`src/verilog/matGeomPkg.sv`:
```
package matGeomPkg;

	// tile geometry
	parameter int tileDim = 3;                  // tile edge in words
	parameter int tileWords = tileDim * tileDim; // elements per tile

	// default top-level widths
	parameter int dataWDef = 16;
	parameter int addrWDef = 10;

	// types at the default widths
	typedef logic [dataWDef-1:0] wordT;
	typedef logic [addrWDef-1:0] addrT;
	typedef wordT tileT [tileWords]; // row-major inside the tile

	// row-major element order inside a tile
	function automatic int tileIdx(input int row, input int col);
		return row * tileDim + col;
	endfunction

	function automatic int tileRow(input int idx);
		return idx / tileDim;
	endfunction

	function automatic int tileCol(input int idx);
		return idx % tileDim;
	endfunction

endpackage

```
`src/verilog/matCtrlPkg.sv`:
```
package matCtrlPkg;

	// operations on the tile pipeline
	typedef enum logic [1:0] {
		opClear = 2'd0, // zero the accumulator
		opLoadA = 2'd1, // latch an A tile
		opMulB  = 2'd2, // acc += A tile * B tile
		opStore = 2'd3  // write the accumulator back
	} tileOpT;

	typedef enum logic [1:0] {
		sIdle  = 2'd0,
		sRun   = 2'd1,
		sDrain = 2'd2  // let the last store land
	} seqStateT;

	// host register map, low address bits
	typedef enum logic [2:0] {
		rCtrl   = 3'd0,
		rStatus = 3'd1,
		rN      = 3'd2,
		rM      = 3'd3,
		rP      = 3'd4,
		rBBase  = 3'd5,
		rCBase  = 3'd6
	} regSelT;

endpackage

```
`src/verilog/hostPort.sv`:
```
`timescale 1ns/1ps

module hostPort #(
	parameter int dataW = matGeomPkg::dataWDef,
	parameter int addrW = matGeomPkg::addrWDef
) (
	input logic clk,
	input logic rstN,
	input logic wbCyc,
	input logic wbStb,
	input logic wbWe,
	input logic [addrW:0] wbAdr,
	input logic [dataW-1:0] wbDatW,
	output logic [dataW-1:0] wbDatR,
	output logic wbAck,
	input logic busy,
	output logic start,
	output logic [addrW-1:0] n,
	output logic [addrW-1:0] m,
	output logic [addrW-1:0] p,
	output logic [addrW-1:0] bBase,
	output logic [addrW-1:0] cBase,
	output logic [addrW-1:0] memAddr,
	output logic memWe,
	output logic memRe,
	output logic [dataW-1:0] memWData,
	input logic [dataW-1:0] memRData
);
	import matCtrlPkg::*;

	logic isReg;   // top address bit picks the register map
	logic req;     // access taken this cycle
	logic ackReg;  // current ack belongs to a register access
	regSelT sel;
	logic [dataW-1:0] regRData;

	assign isReg = wbAdr[addrW];
	assign sel = regSelT'(wbAdr[2:0]);
	// memory side waits until the engine is idle
	assign req = wbCyc && wbStb && !wbAck && (isReg || !busy);

	// memory word port, one-cycle strobe
	assign memAddr = wbAdr[addrW-1:0];
	assign memWData = wbDatW;
	assign memWe = req && !isReg && wbWe;
	assign memRe = req && !isReg && !wbWe;  // data lands with ack

	assign wbDatR = ackReg ? regRData : memRData;

	always_ff @(posedge clk or negedge rstN) begin
		if (!rstN) begin
			wbAck <= 1'b0;
			ackReg <= 1'b0;
			start <= 1'b0;
			n <= '0;
			m <= '0;
			p <= '0;
			bBase <= '0;
			cBase <= '0;
			regRData <= '0;
		end else begin
			wbAck <= req;
			ackReg <= req && isReg;
			start <= req && isReg && wbWe && sel == rCtrl && wbDatW[0]; // one-cycle pulse
			if (req && isReg && wbWe) begin
				case (sel)
					rN: n <= addrW'(wbDatW);
					rM: m <= addrW'(wbDatW);
					rP: p <= addrW'(wbDatW);
					rBBase: bBase <= addrW'(wbDatW);
					rCBase: cBase <= addrW'(wbDatW);
					default: ; // rCtrl only strobes
				endcase
			end
			if (req && isReg && !wbWe) begin
				case (sel)
					rStatus: regRData <= dataW'(busy);
					rN: regRData <= dataW'(n);
					rM: regRData <= dataW'(m);
					rP: regRData <= dataW'(p);
					rBBase: regRData <= dataW'(bBase);
					rCBase: regRData <= dataW'(cBase);
					default: regRData <= '0;
				endcase
			end
		end
	end

	// classic slave: ack only inside an active master cycle
	assert property (@(posedge clk) disable iff (!rstN) wbAck |-> (wbCyc && wbStb))
		else $error("wbAck outside of a bus cycle");

endmodule

```
`config.mk`:
```
export PLATFORM = sky130hd
export DESIGN_NAME = hostPort
export DESIGN_NICKNAME = d
export VERILOG_FILES = /design/src/verilog/matGeomPkg.sv /design/src/verilog/matCtrlPkg.sv /design/src/verilog/hostPort.sv
export SDC_FILE = /design/constraint.sdc
export NUM_CORES = 1
export LEC_CHECK = 0
export ABC_AREA = 1
export BUFFER_PORTS_ARGS = -buffer_cell sky130_fd_sc_hd__buf_2
export CAP_MARGIN = 15
export CORE_ASPECT_RATIO = 1.4
export CORE_MARGIN = 3
export CORE_UTILIZATION = 48
export CTS_CLUSTER_SIZE = 20
export DETAILED_ROUTE_END_ITERATION = 10
export GPL_TIMING_DRIVEN = 0
export MAX_ROUTING_LAYER = met4
export PLACE_DENSITY = 0.88
export SKIP_LAST_GASP = 1
export SLEW_MARGIN = 10
export SYNTH_ARGS = -nofsm -noshare
export SYNTH_HDL_FRONTEND = slang
export SYNTH_SLANG_ARGS = --single-unit
export TNS_END_PERCENT = 50
```
`constraint.sdc`:
```
create_clock -name clk -period 1.4 [get_ports clk]
set_input_delay 0.07 -clock clk [delete_from_list [all_inputs] [get_ports clk]]
set_output_delay 0.07 -clock clk [all_outputs]
set_load 0.01 [all_outputs]
```
==> impl_metrics.tcl, run 1 <==
set metrics [dict create \
    grt_first_pass_wirelength_um 17000 \
    netlist_instances 416 \
    cap_viol_max_count 0 \
    track_usage_pct 26.9 \
    critPathKind "flip-flop to flip-flop" \
    drt-total-wl_um 11500 \
    clock-sinks 63 \
    grt_antenna_before_repair 0 \
    path_depth 8 \
    avgSynthCellArea_um2 8.22 \
    initial_core_util_pct 50.7 \
    hp-class "input port to flip-flop" \
    switching_share_pct 32.3 \
    reg2regPathDepth 8 \
    place_inst 637 \
    avgViaCountPerCell 5.55 \
    ir_drop_uv 670 \
    grt_pass1_vias 3534 \
    dieArea_um2 8190 \
    max_stage_delay_ns 0.39 \
    crit_start "wbAck" \
    seq_power_share_pct 46.2 \
    violations "setup timing" \
    finalWorstSetupSlack_ns -0.0817 \
    netlist-cell-type-count 23 \
    vias 3724 \
    path_max_fanout 7 \
    antenna_cells 0 \
    hold_viol 0 \
    synth_top_cell_area_share_pct 46.1 \
    path_clk_slew_ns 0.07 \
    grt_start_max_net_pins 64 \
    critPathCapture "bBase[7]" \
    p_int_w 0.00330 \
    cts-root-buf "clkbuf_8" \
    syn_nets 465 \
    r2r-start "wbAck" \
    cts_tree "built" \
    clk_latency_ns 0.35 \
    switchingPower_w 0.00157 \
    portBuffers 129 \
    max_freq_ghz 0.675 \
    worst_pin_slew_ns 0.792 \
    crit_buf_inv 3 \
    maxSlewViolCount 0 \
    ant_nets 0 \
    coreArea_um2 6740 \
    die_w_um 77.3 \
    wl_per_cell_um 17.1 \
    power_w 0.00487 \
    dpl.hpwl_um 7670 \
    h-tree-depth 3 \
    first_iter_violations 250 \
    rsz0062_at_grt "true" \
    final_cells 671 \
    cts_inserted_buffers 9 \
    relSlewSlack_pct 47.2 \
    area_growth_pct 40.5 \
    cp.arrival_ns 1.72 \
    grt.overflow.total 0 \
    cp-start-kind "flip-flop" \
    fin_nets 623 \
    rows 35 \
    finalCritPeriodShare_pct 106 \
    finalCriticalPeriod_ns 1.48 \
    synth_warnings 0 \
    cp-end-kind "flip-flop" \
    ys_ff_latch 63 \
    dr.pass1.iters 5 \
    gp_congestion 0.896 \
    pwr-share-clk_pct 29.8 \
    setup_violations 36 \
    ys_seq_area_share_pct 46.1 \
    synth_top_area_cell "dfrtp_1" \
    combPwrFrac_pct 24.0 \
    r2r_slack_ns -0.08 \
    preCtsSetupSlack_ns -0.0666 \
    netlist_area_um2 3420 \
    clock_path_buffers 2 \
    drcViolationCount 0 \
    p_leak_nw 2.74 \
    crit_path_cell_trace "inv_2, nand3_4, nor2_4, buf_12, nand2_8, nor2_8, clkbuf_16, o21ai_0" \
    slowest_stage "dfrtp_1" \
    regToRegEndpoint "bBase[7]" \
    crit_family "simple AND/OR/NAND/NOR gates" \
    drive_above_1_share_pct 44.4 \
    outcome "finished, violations left" \
    boundaryPins 145 \
    synth_area_leaders "dfrtp_1, nand2_1, o21ai_0, buf_4, nand4_1" \
    power.density_nw_per_um2 1010 \
    fp.dieH_um 106 \
    finalSetupTns_ns -1.32 \
    finalClockSkew_ns 0.00435 \
    cp.required_ns 1.64 \
]
-- worst min-delay path by stage --
stage,start,endpoint,slack (ns),cells after the start
floorplan,rstN,ackReg,-0.23,0
global placement,busy,wbAck,0.28,2
detailed placement,rstN,m[1],0.21,1
CTS,wbDatW[3],cBase[3],0.004,3
global route,wbStb,ackReg,0.02,3
finish,wbStb,ackReg,0.007,3
-- state kept, by name (all words and copies together), names as in the netlist, 10 cells and up --
register,flops
bBase,10
m,10
regRData,10
cBase,10
p,10
n,10
-- worst register-to-register path, stage by stage (launching register included) --
cell and delay, ns:
dfrtp_1 0.39, inv_2 0.08, nand3_4 0.08, nor2_4 0.13, buf_12 0.14, nand2_8 0.09, nor2_8 0.21, clkbuf_16 0.18
o21ai_0 0.07
-- layout make-up --
cell class / count / area (um^2)
clock inverters: 3 / 17.5
clock buffers: 13 / 159
fillers: 534 / 1940
inverters: 24 / 90.1
repair buffers: 144 / 846
plain buffers: 55 / 443
flip-flops and latches: 63 / 1580
multi-input cells: 277 / 1560
well taps: 92 / 115
-- cell usage after synthesis --
cell	number
buf_8	1
o21ai_1	9
clkbuf_1	4
o21ai_0	50
a21oi_1	1
nand3_2	2
nand4_1	29
buf_2	14
buf_4	27
inv_1	21
nor2_4	3
nand2_4	1
buf_6	4
nor2_8	1
inv_2	3
mux2_2	10
nor2_1	12
nor2_2	3
nand3_1	23
o21bai_1	9
clkbuf_2	5
nand2_1	121
dfrtp_1	63
-- logic make-up after synthesis --
| family | Yosys count | synth area share (%) |
|---|---|---|
| buffers and inverters | 79 | 13.5 |
| multiplexers | 10 | 3.29 |
| flip-flops | 63 | 46.1 |
| AO/OA/AOI/OAI | 69 | 10.8 |
| AND/OR/NAND/NOR | 195 | 26.3 |
-- cells in the final DEF, fill, tap and decap left out, types with 11 or more instances in the layout --
cell type and instances:
nand2_1 112, nand3_1 23, nor2_1 12, buf_4 36, o21ai_2 12, inv_1 20
o21ai_0 12, nand4_1 29, clkbuf_8 11, buf_2 136, dfrtp_1 63, o21ai_1 34
-- per-stage QoR --
stage | instance area, um^2 | utilization (%) | hold WS [ns]
CTS | 4520 | 67.0 | 0.00409
global placement | 4180 | 62.0 | 0.283
finish | 4800 | 71.2 | 0.00652
floorplan | 3420 | - | -0.226
global route | 4800 | 71.2 | 0.0166
detailed placement | 4180 | 62.0 | 0.206
-- power groups by stage --
stage               logic [W]  clock network, W  registers [W]
floorplan            0.000455                 0        0.00232
global placement      0.00100                 0        0.00226
detailed placement    0.00103                 0        0.00226
CTS                   0.00108           0.00144        0.00223
global route          0.00128           0.00152        0.00228
finish                0.00117           0.00145        0.00225
-- what timing repair did --
item,in CTS,in global routing
hold buffers,2,0
endpoints found under the hold margin,64,0
gates resized for setup,26,72
pin swaps,2,8
endpoints found under the setup margin,44,78
buffers inserted,3,7
gates cloned,1,5
-- routing by layer --
layer	GRT usage, %	vias up	part of all wire [%]	wire length (um)
li1	-	1672	-	-
met3	4.53	52	8.7	996
met2	45.7	242	51	5920
met1	30.8	1758	36	4110
met4	13.0	0	4.2	483
met5	-	-	0	0
(Power assumes the default switching activity.)
==> inputs of run 2 (changes only) <==
--- a/config.mk
+++ b/config.mk
@@ -5,12 +5,11 @@
 export SDC_FILE = /design/constraint.sdc
 export NUM_CORES = 1
 export LEC_CHECK = 0
-export ABC_AREA = 1
 export BUFFER_PORTS_ARGS = -buffer_cell sky130_fd_sc_hd__buf_2
 export CAP_MARGIN = 15
 export CORE_ASPECT_RATIO = 1.4
 export CORE_MARGIN = 3
-export CORE_UTILIZATION = 48
+export CORE_UTILIZATION = 47
 export CTS_CLUSTER_SIZE = 20
 export DETAILED_ROUTE_END_ITERATION = 10
 export GPL_TIMING_DRIVEN = 0
==> impl_metrics.tcl, run 2 <==
set metrics [dict create \
    rsz0062_at_grt "true" \
    hp-class "input port to flip-flop" \
    antenna_cells 0 \
    finalCritPeriodShare_pct 120 \
    fin_nets 451 \
    clock_path_buffers 2 \
    cap_viol_max_count 0 \
    path_clk_slew_ns 0.07 \
    violations "setup timing" \
    first_iter_violations 213 \
    cts-root-buf "clkbuf_8" \
    final_cells 499 \
    ir_drop_uv 757 \
    synthArstFlopShare_pct 100 \
    area_growth_pct 36.8 \
    ys_ff_latch 63 \
    clock-sinks 63 \
    ant_nets 0 \
    gp_congestion 0.777 \
    maxSlewViolCount 0 \
    syn_nets 302 \
    h-tree-depth 3 \
    critPathKind "flip-flop to flip-flop" \
    p_leak_nw 2.34 \
    synth_area_leaders "dfrtp_1, mux2_2, buf_4, a222oi_1, a22o_1" \
    boundaryPins 145 \
    worst_pin_slew_ns 0.778 \
    finalCriticalPeriod_ns 1.68 \
    ys.flop_type "dfrtp_1" \
    clk_latency_ns 0.34 \
    nFillCells 475 \
    hold_viol 0 \
    finalSetupTns_ns -11.26 \
    mostFrequentLayoutCell "buf_2" \
    cp.arrival_ns 1.90 \
    grt_pass1_vias 2638 \
    dieArea_um2 7930 \
    power.density_nw_per_um2 1160 \
    netlist_instances 253 \
    drive_above_1_share_pct 65.6 \
    preCtsSetupSlack_ns -0.274 \
    coreArea_um2 6610 \
    multi_input_area_um2 1460 \
    relSlewSlack_pct 48.1 \
    vias 2599 \
    netlist-cell-type-count 32 \
    finalWorstSetupSlack_ns -0.283 \
    grt.overflow.total 0 \
    dpl.hpwl_um 6250 \
    grt_antenna_before_repair 0 \
    synth_top_cell_area_share_pct 48.7 \
    crit_path_cell_trace "and4b_1, buf_6, nand3_4, buf_12, nor2_8, mux2_4" \
    grt_start_max_net_pins 64 \
    avgSynthCellArea_um2 12.8 \
    fp.dieH_um 104 \
    max_freq_ghz 0.594 \
    drcViolationCount 0 \
    die_w_um 76.1 \
    path_max_fanout 5 \
    initial_core_util_pct 48.9 \
    dr.pass1.iters 5 \
    seq_area_um2 1580 \
    grt_first_pass_wirelength_um 14000 \
    synth.cells.most_frequent "mux2_2, dfrtp_1, buf_4" \
    max_stage_delay_ns 0.38 \
    crit_buf_inv 2 \
    netlist_area_um2 3240 \
    cp.required_ns 1.62 \
    drt-total-wl_um 9090 \
    finalClockSkew_ns 0.0121 \
    power_w 0.00515 \
    slowest_stage "dfrtp_1" \
    yosysMostFrequentCell "mux2_2" \
    layout_common_cells "buf_2, dfrtp_1, mux2_2" \
    track_usage_pct 23.4 \
    cts_tree "built" \
    cts_inserted_buffers 9 \
    avgViaCountPerCell 5.21 \
    setup_violations 56 \
    synth_top_area_cell "dfrtp_1" \
    wl_per_cell_um 18.2 \
    portBuffers 129 \
    synth_edf_count 0 \
    synth_warnings 0 \
    cp-end-kind "flip-flop" \
    place_inst 474 \
    outcome "finished, violations left" \
    rows 35 \
    ys_seq_area_share_pct 48.7 \
    crit_family "simple AND/OR/NAND/NOR gates" \
    cp-start-kind "flip-flop" \
]
[run 2: final cells by class]
| cell class | count | share of cell area (%) |
|---|---|---|
| clock buffer | 13 | 3.59 |
| sequential | 63 | 35.6 |
| buffer | 40 | 6.76 |
| clock inverter | 3 | 1.47 |
| tap | 92 | 2.60 |
| inverter | 4 | 0.339 |
| multi-input combinational | 148 | 32.9 |
| timing repair buffer | 136 | 16.7 |
[run 2: final timing paths]
kind                                     to  slack (ns)  depth (start not counted)      start
worst max register to register         p[4]       -0.28                          6      wbAck
worst max-delay path                   p[4]       -0.28                          6      wbAck
worst min register to register     bBase[3]        0.52                          1   bBase[3]
worst min-delay path                   p[9]        0.03                          2  wbDatW[9]
min in group asynchronous       regRData[5]        0.39                          2       rstN
max in group asynchronous            ackReg        0.47                          2       rstN
[run 2: routing by layer]
| metal | share of wire, % | GRT usage, % | up-vias |
|---|---|---|---|
| met5 | 0 | - | - |
| li1 | - | - | 1206 |
| met3 | 6.6 | 6.15 | 11 |
| met2 | 54 | 42.4 | 122 |
| met1 | 37 | 24.1 | 1260 |
| met4 | 1.7 | 8.68 | 0 |
[run 2: what timing repair did]
| action | in CTS | in global routing |
|---|---|---|
| pin swaps | 2 | 3 |
| endpoints found under the setup margin | 79 | 76 |
| resized for setup | 18 | 10 |
| hold buffers | 2 | 0 |
| buffers inserted | 3 | 2 |
| cloned | 2 | 1 |
| hold endpoints to repair | 64 | 0 |
[run 2: power breakdown]
part           internal [W]  leakage, nW  switching, W  total [W]
combinational      0.000582         1.40      0.000549    0.00113
clock               0.00110        0.114      0.000668    0.00177
sequential          0.00207        0.828      0.000182    0.00225
total               0.00375         2.34       0.00140    0.00515
[run 2: cell families (layout without fill, tap and decap cells)]
kind of cell | after synthesis | count (layout) | share of synthesized area, %
mux | 72 | 72 | 24.9
flops | 63 | 63 | 48.7
buf+inv | 45 | 196 | 9.44
simple gates | 43 | 46 | 10.0
compound gates | 30 | 30 | 6.88
[run 2: per-stage QoR]
| step | hold WS [ns] | utilization [%] | area [um^2] |
|---|---|---|---|
| after detailed placement | 0.194 | 60.5 | 4000 |
| final | 0.0317 | 66.9 | 4430 |
| after CTS | 0.0144 | 65.9 | 4360 |
| after global routing | 0.0230 | 66.9 | 4430 |
| after floorplan | -0.226 | - | 3240 |
| after global placement | 0.293 | 60.4 | 4000 |
