==> src/verilog/matGeomPkg.sv <==
package matGeomPkg;

	// tile geometry
	parameter int tileDim = 3;                  // tile edge in words
	parameter int tileWords = tileDim * tileDim; // elements per tile

	// default top-level widths
	parameter int dataWDef = 16;
	parameter int addrWDef = 10;

	// types at the default widths
	typedef logic [dataWDef-1:0] wordT;
	typedef logic [addrWDef-1:0] addrT;
	typedef wordT tileT [tileWords]; // row-major inside the tile

	// row-major element order inside a tile
	function automatic int tileIdx(input int row, input int col);
		return row * tileDim + col;
	endfunction

	function automatic int tileRow(input int idx);
		return idx / tileDim;
	endfunction

	function automatic int tileCol(input int idx);
		return idx % tileDim;
	endfunction

endpackage

==> src/verilog/matCtrlPkg.sv <==
package matCtrlPkg;

	// operations on the tile pipeline
	typedef enum logic [1:0] {
		opClear = 2'd0, // zero the accumulator
		opLoadA = 2'd1, // latch an A tile
		opMulB  = 2'd2, // acc += A tile * B tile
		opStore = 2'd3  // write the accumulator back
	} tileOpT;

	typedef enum logic [1:0] {
		sIdle  = 2'd0,
		sRun   = 2'd1,
		sDrain = 2'd2  // let the last store land
	} seqStateT;

	// host register map, low address bits
	typedef enum logic [2:0] {
		rCtrl   = 3'd0,
		rStatus = 3'd1,
		rN      = 3'd2,
		rM      = 3'd3,
		rP      = 3'd4,
		rBBase  = 3'd5,
		rCBase  = 3'd6
	} regSelT;

endpackage

==> src/verilog/tileBusIf.sv <==
`timescale 1ns/1ps

// one tile operation per cycle, valid only, no back-pressure
interface tileBusIf #(
	parameter int dataW = matGeomPkg::dataWDef,
	parameter int addrW = matGeomPkg::addrWDef
);
	import matGeomPkg::*;
	import matCtrlPkg::*;

	logic valid;
	tileOpT op;
	logic [addrW-1:0] base;    // address of the tile's top-left word
	logic [addrW-1:0] stride;  // words per matrix row
	logic [dataW-1:0] tile [tileWords]; // row-major

	modport src (
		output valid, op, base, stride, tile
	);

	modport dst (
		input valid, op, base, stride, tile
	);

endinterface

==> src/verilog/tileSequencer.sv <==
`timescale 1ns/1ps

module tileSequencer #(
	parameter int dataW = matGeomPkg::dataWDef,
	parameter int addrW = matGeomPkg::addrWDef
) (
	input logic clk,
	input logic rstN,
	input logic start,
	input logic [addrW-1:0] n,
	input logic [addrW-1:0] m,
	input logic [addrW-1:0] p,
	input logic [addrW-1:0] bBase,
	input logic [addrW-1:0] cBase,
	output logic busy,
	tileBusIf.src issue
);
	import matGeomPkg::*;
	import matCtrlPkg::*;

	localparam logic [addrW-1:0] step = addrW'(tileDim);

	seqStateT state;
	tileOpT phase;             // next op for the current C tile
	logic [addrW-1:0] iCnt;    // C tile row, in words
	logic [addrW-1:0] jCnt;    // C tile column, in words
	logic [addrW-1:0] kCnt;    // inner dimension, in words
	logic [addrW-1:0] aCur;
	logic [addrW-1:0] aRow;    // A tile at k = 0 of this tile row
	logic [addrW-1:0] bCur;
	logic [addrW-1:0] bCol;    // B tile at k = 0 of this tile column
	logic [addrW-1:0] cCur;
	logic [addrW-1:0] bDown;   // one tile row down in B
	logic [1:0] drainCnt;
	logic lastI;
	logic lastJ;
	logic lastK;

	assign bDown = (p << 1) + p;
	assign lastI = (iCnt + step) == n;
	assign lastJ = (jCnt + step) == p;
	assign lastK = (kCnt + step) == m;
	assign busy = state != sIdle;
	assign issue.tile = '{default: '0};  // no payload on the issue side

	always_ff @(posedge clk or negedge rstN) begin
		if (!rstN) begin
			state <= sIdle;
			phase <= opClear;
			{iCnt, jCnt, kCnt} <= '0;
			{aCur, aRow, bCur, bCol, cCur} <= '0;
			drainCnt <= '0;
			issue.valid <= 1'b0;
			issue.op <= opClear;
			issue.base <= '0;
			issue.stride <= '0;
		end else begin
			issue.valid <= state == sRun;
			case (state)
				sIdle: if (start) begin
					state <= sRun;
					phase <= opClear;
					{iCnt, jCnt, kCnt} <= '0;
					aCur <= '0;   // A sits at word 0
					aRow <= '0;
					bCur <= bBase;
					bCol <= bBase;
					cCur <= cBase;
				end
				sRun: begin
					issue.op <= phase;
					case (phase)
						opClear: begin
							issue.base <= cCur;
							issue.stride <= p;
							phase <= opLoadA;
						end
						opLoadA: begin
							issue.base <= aCur;
							issue.stride <= m;  // A rows are m long
							phase <= opMulB;
						end
						opMulB: begin
							issue.base <= bCur;
							issue.stride <= p;
							if (lastK) begin
								phase <= opStore;
								kCnt <= '0;
							end else begin
								phase <= opLoadA;
								kCnt <= kCnt + step;
								aCur <= aCur + step;   // right along A
								bCur <= bCur + bDown;  // down along B
							end
						end
						opStore: begin
							issue.base <= cCur;
							issue.stride <= p;
							phase <= opClear;
							if (lastJ) begin
								// end of a tile row: skip the two rows below it
								jCnt <= '0;
								aCur <= aCur + step + (m << 1);
								aRow <= aCur + step + (m << 1);
								bCur <= bBase;
								bCol <= bBase;
								cCur <= cCur + step + (p << 1);
								iCnt <= iCnt + step;
								if (lastI)
									state <= sDrain;
							end else begin
								jCnt <= jCnt + step;
								aCur <= aRow;  // rewind A to the row start
								bCur <= bCol + step;
								bCol <= bCol + step;
								cCur <= cCur + step;
							end
						end
						default: ;
					endcase
				end
				sDrain: begin
					// exec, write-back, then the memory write
					drainCnt <= drainCnt + 2'd1;
					if (drainCnt == 2'd2) begin
						drainCnt <= '0;
						state <= sIdle;
					end
				end
				default: state <= sIdle;
			endcase
		end
	end

	assert property (@(posedge clk) disable iff (!rstN) (start && state == sIdle) |->
		(n != '0 && m != '0 && p != '0 &&
		n % tileDim == 0 && m % tileDim == 0 && p % tileDim == 0))
		else $error("matrix sizes must be nonzero multiples of the tile edge");

endmodule

==> src/flat_wrapper.sv <==
// flat-port wrapper written by rule: the top's interface ports become plain ports
module tileSequencer_flat import matGeomPkg::*; import matCtrlPkg::*;
#(
	parameter int dataW = matGeomPkg::dataWDef,
	parameter int addrW = matGeomPkg::addrWDef
)
  (clk, rstN, start, n, m, p, bBase, cBase, busy, issue_valid, issue_op, issue_base, issue_stride, issue_tile);
  tileBusIf #(.dataW(dataW), .addrW(addrW)) issue_i ();
  input logic clk;
  input logic rstN;
  input logic start;
  input logic [addrW-1:0] n;
  input logic [addrW-1:0] m;
  input logic [addrW-1:0] p;
  input logic [addrW-1:0] bBase;
  input logic [addrW-1:0] cBase;
  output logic busy;
  output wire logic [$bits(issue_i.valid)-1:0] issue_valid;
  output wire logic [$bits(issue_i.op)-1:0] issue_op;
  output wire logic [$bits(issue_i.base)-1:0] issue_base;
  output wire logic [$bits(issue_i.stride)-1:0] issue_stride;
  output wire logic [$bits(issue_i.tile)-1:0] issue_tile;
  assign issue_valid = issue_i.valid;
  assign issue_op = issue_i.op;
  assign issue_base = issue_i.base;
  assign issue_stride = issue_i.stride;
  assign issue_tile = {>>{issue_i.tile}};
  tileSequencer #(.dataW(dataW), .addrW(addrW)) u_core (.clk(clk), .rstN(rstN), .start(start), .n(n), .m(m), .p(p), .bBase(bBase), .cBase(cBase), .busy(busy), .issue(issue_i));
endmodule
==> config.mk <==
export PLATFORM = sky130hd
export DESIGN_NAME = tileSequencer_flat
export DESIGN_NICKNAME = d
export VERILOG_FILES = /design/src/verilog/matGeomPkg.sv /design/src/verilog/matCtrlPkg.sv /design/src/verilog/tileBusIf.sv /design/src/verilog/tileSequencer.sv /design/src/flat_wrapper.sv
export SDC_FILE = /design/constraint.sdc
export NUM_CORES = 1
export LEC_CHECK = 0
export BUFFER_PORTS_ARGS = -buffer_cell sky130_fd_sc_hd__buf_2
export CAP_MARGIN = 0
export CORE_MARGIN = 2
export CORE_UTILIZATION = 50
export CTS_CLUSTER_DIAMETER = 30
export DETAILED_ROUTE_END_ITERATION = 8
export PLACE_DENSITY = 0.75
export SETUP_SLACK_MARGIN = 0.15
export SYNTH_ARGS = -nofsm -noshare
export SYNTH_HDL_FRONTEND = slang
export SYNTH_SLANG_ARGS = --single-unit
==> constraint.sdc <==
create_clock -name clk -period 3.5 [get_ports clk]
set_clock_uncertainty 0.1 [all_clocks]
set_input_delay 0.175 -clock clk [delete_from_list [all_inputs] [get_ports clk]]
set_output_delay 0.175 -clock clk [all_outputs]
set_load 0.03 [all_outputs]
==> results of run 1 <==
-- metrics by stage --
step / hold WS, ps / setup slack (ps) / std cells
3_5_place_dp: 216 / 207 / 1365
2_1_floorplan: -221 / 512 / 1238
6_report: 29.1 / 362 / 1387
5_1_grt: 41.4 / 155 / 1387
3_3_place_gp: 214 / 294 / 1365
4_1_cts: 14.5 / 237 / 1386
-- power by group through the flow --
stage                     Sequential [mW]  Clock, mW  Combinational [mW]
final                                2.09       1.02                4.25
after detailed placement             2.10          0                4.15
after floorplan                      2.12          0                3.22
after global routing                 2.15       1.07                4.70
after CTS                            2.07       1.04                4.19
after global placement               2.08          0                4.08
-- worst max-delay path: stages (launching register included) --
cell and delay [ps]:
dfrtp_1 470, inv_1 80, ha_1 240, and3b_1 240, xor2_1 210, ha_1 320, o2111ai_1 120, nand3_1 140
o41ai_2 260, xnor2_1 190, a21boi_0 140, o2111a_1 280, nor4_1 240
-- placed cells by master, fill, tap and decap left out, types with 21 or more instances in the layout --
cell / synthesis / final
conb_1: 1 / 144
nor3_1: 21 / 21
xor2_1: 25 / 24
a21oi_1: 66 / 65
nand3_1: 27 / 27
mux2i_1: 26 / 26
nor2_1: 90 / 89
nand2_1: 106 / 105
ha_1: 36 / 36
buf_2: 9 / 75
inv_1: 37 / 37
o21ai_0: 82 / 82
xnor2_1: 56 / 56
dfrtp_1: 109 / 106
-- final cells by class --
class                           count  area (um2)  area share (%)
Tap cell                          229         287            3.01
Sequential cell                   109        2730            28.7
Clock buffer                       12         256            2.69
Clock inverter                      3        21.3           0.223
Timing Repair Buffer              100         607            6.37
Inverter                           39         146            1.54
Multi-Input combinational cell    895        5470            57.5
-- how the worst max path moves through the flow --
stage	from	endpoint
floorplan	u_core.kCnt[0]$_DFFE_PN0P_	u_core.aCur[5]$_DFFE_PN0P_
global placement	u_core.jCnt[0]$_DFFE_PN0P_	u_core.iCnt[9]$_DFFE_PN0P_
detailed placement	u_core.jCnt[0]$_DFFE_PN0P_	u_core.iCnt[9]$_DFFE_PN0P_
CTS	u_core.cCur[0]$_DFFE_PN0P_	u_core.cCur[9]$_DFFE_PN0P_
global route	u_core.aCur[0]$_DFFE_PN0P_	u_core.aCur[9]$_DFFE_PN0P_
finish	u_core.cCur[1]$_DFFE_PN0P_	u_core.cCur[9]$_DFFE_PN0P_
-- state kept, by name, indices dropped and copies added (netlist names) --
name and flops:
u_core.aCur 10, u_core.jCnt 10, u_core.aRow 10, u_core.bCol 10
u_core.bCur 10, u_core.state 2, u_core.issue.valid 1, u_core.cCur 10
u_core.issue.base 10, u_core.kCnt 10, u_core.phase 2, u_core.issue.op 2
u_core.iCnt 10, u_core.issue.stride 10, u_core.drainCnt 2
-- what timing repair did --
| action | CTS | global route |
|---|---|---|
| setup buffers | 0 | 1 |
| hold buffers | 6 | 0 |
| endpoints found under the hold margin | 114 | 0 |
| setup endpoints to repair | 1 | 33 |
| pin swaps | 0 | 0 |
| resized for setup | 1 | 10 |
-- cell families (layout without fill, tap and decap cells) --
logic type | after synthesis | in the layout | synth area share [%]
flip-flops | 109 | 109 | 30.1
XOR/XNOR | 81 | 81 | 7.83
buffers and inverters | 234 | 154 | 15.9
AO/OA/AOI/OAI | 276 | 276 | 19.1
AND/OR/NAND/NOR | 316 | 316 | 16.2
other | 1 | 144 | 0.0414
multiplexers | 31 | 31 | 3.49
adder cells (fa/ha/maj) | 47 | 47 | 7.40
-- routing by layer --
metal  up-vias  track usage, %
li1       3639               -
met1      3606            31.0
met2       308            38.2
met3        54            3.00
met4         0            9.41
met5         -               0
==> results.py, run 1 <==
metrics = {
    "clock_tree": {
        "cts_root_buf": "clkbuf_16",
        "clk_latency_ps": 370,
        "clock_sinks": 109,
        "cts_tree": "built",
        "cts_buffers": 9,
        "clock_tree.buffer_depth": 2,
        "clk_pin_slew_worst_paths_ps": 80,
        "htreeDepth": 3,
    },
    "grt": {
        "grt_pass1_wl_um": 36100,
        "grt_start_max_net_pins": 110,
        "grt_util_all_layers_pct": 23.2,
        "grt_pass1_vias": 7022,
        "grt_overflow_total": 0,
        "antenna_found_initial": 0,
    },
    "power": {
        "pwr-share-seq_pct": 28.4,
        "p_leak_nw": 4.50,
        "p_sw_share_pct": 47.8,
        "ir_drop_uv": 489,
        "power_mw": 7.37,
        "switchingPower_mw": 3.52,
        "p_int_mw": 3.84,
        "power_frac_clock_pct": 13.9,
        "p_per_area_nw_per_um2": 774,
        "combPwrFrac_pct": 57.7,
    },
    "placed_design": {
        "hpwl_um": 16500,
        "portBuffers": 76,
        "place_area_um2": 9140,
        "gp_congestion": 0.946,
    },
    "setup_path": {
        "reg2reg_slack_ps": 360,
        "end_kind": "flop",
        "worstPathArrival_ps": 3300,
        "startpoint_type": "flop",
        "r2r_start": "u_core.cCur[1]$_DFFE_PN0P_",
        "worstSetupPathType": "reg2reg",
        "crit_fanout": 7,
        "rr_endpoint": "u_core.cCur[9]$_DFFE_PN0P_",
        "reg2regPathDepth": 12,
        "worst-endpoint-required_ps": 3670,
    },
    "worst_hold_path": {
        "hold_path_startpoint": "bBase[5]",
        "hold_end": "u_core.bCur[5]$_DFFE_PN0P_",
        "holdCritPathClass": "in2reg",
        "whs_path_depth": 3,
    },
    "route": {
        "drtIter0Drc": 549,
        "vias": 7607,
        "first_pass_iters": 5,
        "routed.top_layer": "met4",
        "wl_per_cell_um": 16.6,
        "met1Wirelength_um": 9840,
        "drc": 0,
        "vias_per_cell": 5.48,
        "route.met3.wl_um": 1520,
        "routed_wl_um": 23000,
        "routed-wl-met2_um": 10800,
        "ant_nets": 0,
    },
    "synth": {
        "ys_ff_latch": 109,
        "yosysMostFrequentCell": "buf_4",
        "synth_top_area_share_pct": 30.1,
        "synth-edff-count": 0,
        "synth_area_um2": 9060,
        "synth_cells": 1095,
        "synth_top_cell_by_area": "dfrtp_1",
        "synthDistinctLibCells": 70,
        "synthArstFlopShare_pct": 100,
        "ys_seq_area_share_pct": 30.1,
        "avgSynthCellArea_um2": 8.28,
        "yosys_most_used_dff": "dfrtp_1",
        "yosys-top-cells-count": "buf_4, dfrtp_1, nand2_1",
        "yosysWarnings": 0,
        "synth_area_leaders": "dfrtp_1, buf_4, xnor2_1",
    },
    "final_layout": {
        "final_util_pct": 53.2,
        "drive_above_1_share_pct": 11.5,
        "antennaDiodeCount": 0,
        "n_fill_cell": 1703,
        "area_delta_synth_final_pct": 5.08,
        "layout.nets": 1254,
        "fin_area_um2": 9520,
    },
    "timing": {
        "relSlewSlack_pct": 37.5,
        "slew_violations": 0,
        "fin_crit_sh_pct": 89.6,
        "tightest_slew_ps": 934,
        "rsz0062_at_grt": "false",
        "tns_ps": 0,
        "hold_viol": 0,
        "final-setup-viol-count": 0,
        "fmax_ghz": 0.319,
        "period_minus_slack_ps": 3140,
    },
    "job": {
        "maxCapViolations": 0,
    },
    "die": {
        "fp.dieW_um": 139,
        "core_um2": 17900,
        "dieHeight_um": 139,
        "pin_count": 221,
        "num_rows": 49,
        "start_util_pct": 50.6,
        "die-area_um2": 19200,
    },
    "outcome": {
        "status": "finished, final reports clean",
    },
}
(Power assumes the default switching activity.)
==> inputs of run 2 (changes only) <==
ABC_AREA = 1   (was not set)
==> results.py, run 2 <==
metrics = {
    "placed_design": {
        "hpwl_um": 18500,
        "post-place-ws_ps": 538,
        "portBuffers": 76,
        "gp_congestion": 0.956,
        "placed_cells": 1633,
        "place_area_um2": 9480,
    },
    "final_layout": {
        "drive_above_1_share_pct": 10.0,
        "antennaDiodeCount": 0,
        "final_common_cell": "nand2_1",
        "multi_input_area_um2": 5360,
        "n_fill_cell": 1884,
        "final_util_pct": 52.7,
        "layout.nets": 1512,
        "regArea_um2": 2730,
        "stdcell_count": 1651,
        "final_cell_mix": "nand2_1, inv_1, conb_1",
        "fin_area_um2": 9800,
        "area_delta_synth_final_pct": 4.15,
    },
    "synth": {
        "yosysWarnings": 0,
        "synth-edff-count": 0,
        "yosysMostFrequentCell": "nand2_1",
        "synth_area_leaders": "dfrtp_1, nand2_1, buf_4",
        "synth_cells": 1346,
        "synthMuxAreaShare_pct": 0,
        "ys_ff_latch": 109,
        "synth_top_family_by_area": "simple AND/OR/NAND/NOR gates",
        "avgSynthCellArea_um2": 6.99,
        "synthDistinctLibCells": 45,
        "ys_seq_area_share_pct": 29.0,
        "synth-compound-area-share_pct": 11.5,
        "synth_top_cell_by_area": "dfrtp_1",
        "yosys-top-cells-count": "nand2_1, inv_1, buf_4",
        "synthXorXnorAreaFrac_pct": 4.47,
        "synth_top_area_share_pct": 29.0,
        "synthArstFlopShare_pct": 100,
        "yosys_most_used_dff": "dfrtp_1",
        "synthAdderAreaFrac_pct": 7.13,
        "synth_area_um2": 9410,
        "yosys.area_share.simple_pct": 28.1,
    },
    "timing": {
        "slew_violations": 0,
        "final-setup-viol-count": 0,
        "whs_ps": 16.9,
        "relSlewSlack_pct": 45.8,
        "fin_ws_ps": 445,
        "hold_viol": 0,
        "rsz0062_at_grt": "false",
        "fin_crit_sh_pct": 87.3,
        "tightest_slew_ps": 814,
        "period_minus_slack_ps": 3060,
        "fmax_ghz": 0.327,
        "tns_ps": 0,
    },
    "die": {
        "num_rows": 50,
        "core_um2": 18600,
        "fp.dieW_um": 141,
        "start_util_pct": 50.6,
        "die-area_um2": 19900,
        "dieHeight_um": 141,
        "pin_count": 221,
    },
    "power": {
        "p_per_area_nw_per_um2": 874,
        "ir_drop_uv": 465,
        "power_mw": 8.56,
        "p_leak_nw": 5.23,
    },
    "setup_path": {
        "end_kind": "flop",
        "worstPathArrival_ps": 3220,
        "worst-endpoint-required_ps": 3670,
        "crit_fanout": 5,
        "startpoint_type": "flop",
        "reg2reg_slack_ps": 440,
        "worstSetupPathType": "reg2reg",
    },
    "clock_tree": {
        "clock_tree.buffer_depth": 2,
        "clk_latency_ps": 370,
        "cts_buffers": 9,
        "clock_sinks": 109,
        "cts_tree": "built",
        "htreeDepth": 3,
        "cts_root_buf": "clkbuf_16",
        "clk_pin_slew_worst_paths_ps": 80,
    },
    "grt": {
        "grt_start_max_net_pins": 69,
        "grt_pass1_wl_um": 38200,
        "antenna_found_initial": 0,
        "grt_pass1_vias": 7653,
        "grt_overflow_total": 0,
        "grt_util_all_layers_pct": 24.0,
    },
    "worst_hold_path": {
        "holdCritPathClass": "in2reg",
    },
    "job": {
        "maxCapViolations": 0,
    },
    "route": {
        "vias": 8481,
        "ant_nets": 0,
        "routed_wl_um": 24000,
        "first_pass_iters": 5,
        "drc": 0,
        "wl_per_cell_um": 14.5,
        "vias_per_cell": 5.14,
        "drtIter0Drc": 690,
    },
    "outcome": {
        "status": "finished, final reports clean",
    },
}
[run 2: worst paths after layout]
| kind | cells past startpoint | to | from |
|---|---|---|---|
| worst min-delay path | 3 | u_core.bCol[5]$_DFFE_PN0P_ | bBase[5] |
| max in group asynchronous | 3 | u_core.phase[0]$_DFFE_PN0P_ | rstN |
| worst min register to register | 2 | u_core.issue.stride[8]$_DFFE_PN0P_ | u_core.issue.stride[8]$_DFFE_PN0P_ |
| min in group asynchronous | 2 | u_core.jCnt[2]$_DFFE_PN0P_ | rstN |
| worst max register to register | 16 | u_core.cCur[9]$_DFFE_PN0P_ | u_core.cCur[0]$_DFFE_PN0P_ |
| worst max-delay path | 16 | u_core.cCur[9]$_DFFE_PN0P_ | u_core.cCur[0]$_DFFE_PN0P_ |
[run 2: layer usage]
| layer | track usage [%] | vias up | wire length (um) |
|---|---|---|---|
| li1 | - | 4169 | - |
| met1 | 33.9 | 3959 | 10900 |
| met2 | 39.2 | 319 | 11000 |
| met3 | 3.13 | 34 | 1660 |
| met4 | 6.37 | 0 | 433 |
| met5 | 0 | - | 0 |
[run 2: report_power, final]
part | leakage, nW | internal (mW) | switching, mW
clock network | 0.147 | 0.518 | 0.542
logic | 3.72 | 1.84 | 3.45
registers | 1.37 | 1.75 | 0.464
[run 2: cells by family (layout without fill, tap and decap cells)]
group / count (synthesis) / count (layout)
AND/OR/NAND/NOR: 609 / 609
buffers and inverters: 342 / 270
AO/OA/AOI/OAI: 190 / 190
flip-flops: 109 / 109
XOR/XNOR: 48 / 48
adder cells (fa/ha/maj): 47 / 47
other: 1 / 144
[run 2: area by class of cell]
type | count | area share, %
Multi-Input combinational cell | 1038 | 54.7
Sequential cell | 109 | 27.8
Inverter | 163 | 6.24
Timing Repair Buffer | 91 | 5.24
Tap cell | 234 | 2.99
Clock buffer | 10 | 2.44
Clock inverter | 6 | 0.549
[run 2: what timing repair did]
action                                  4_1_cts  5_1_grt
endpoints found under the hold margin        58        0
resized for setup                             0        1
setup buffers                                 0        0
hold buffers                                  2        0
endpoints found under the setup margin        0        1
[run 2: worst max-delay path, stage by stage (launching register included)]
cell	delay, ps
dfrtp_1	380
inv_1	110
ha_1	250
nor3_1	300
nand3_1	180
xor2_1	180
inv_1	80
ha_1	370
nand2_1	100
nor3_1	180
nor2_1	120
o21a_1	200
xor2_1	160
nand2_1	50
nand3_1	60
nand2_1	80
nand2_1	50
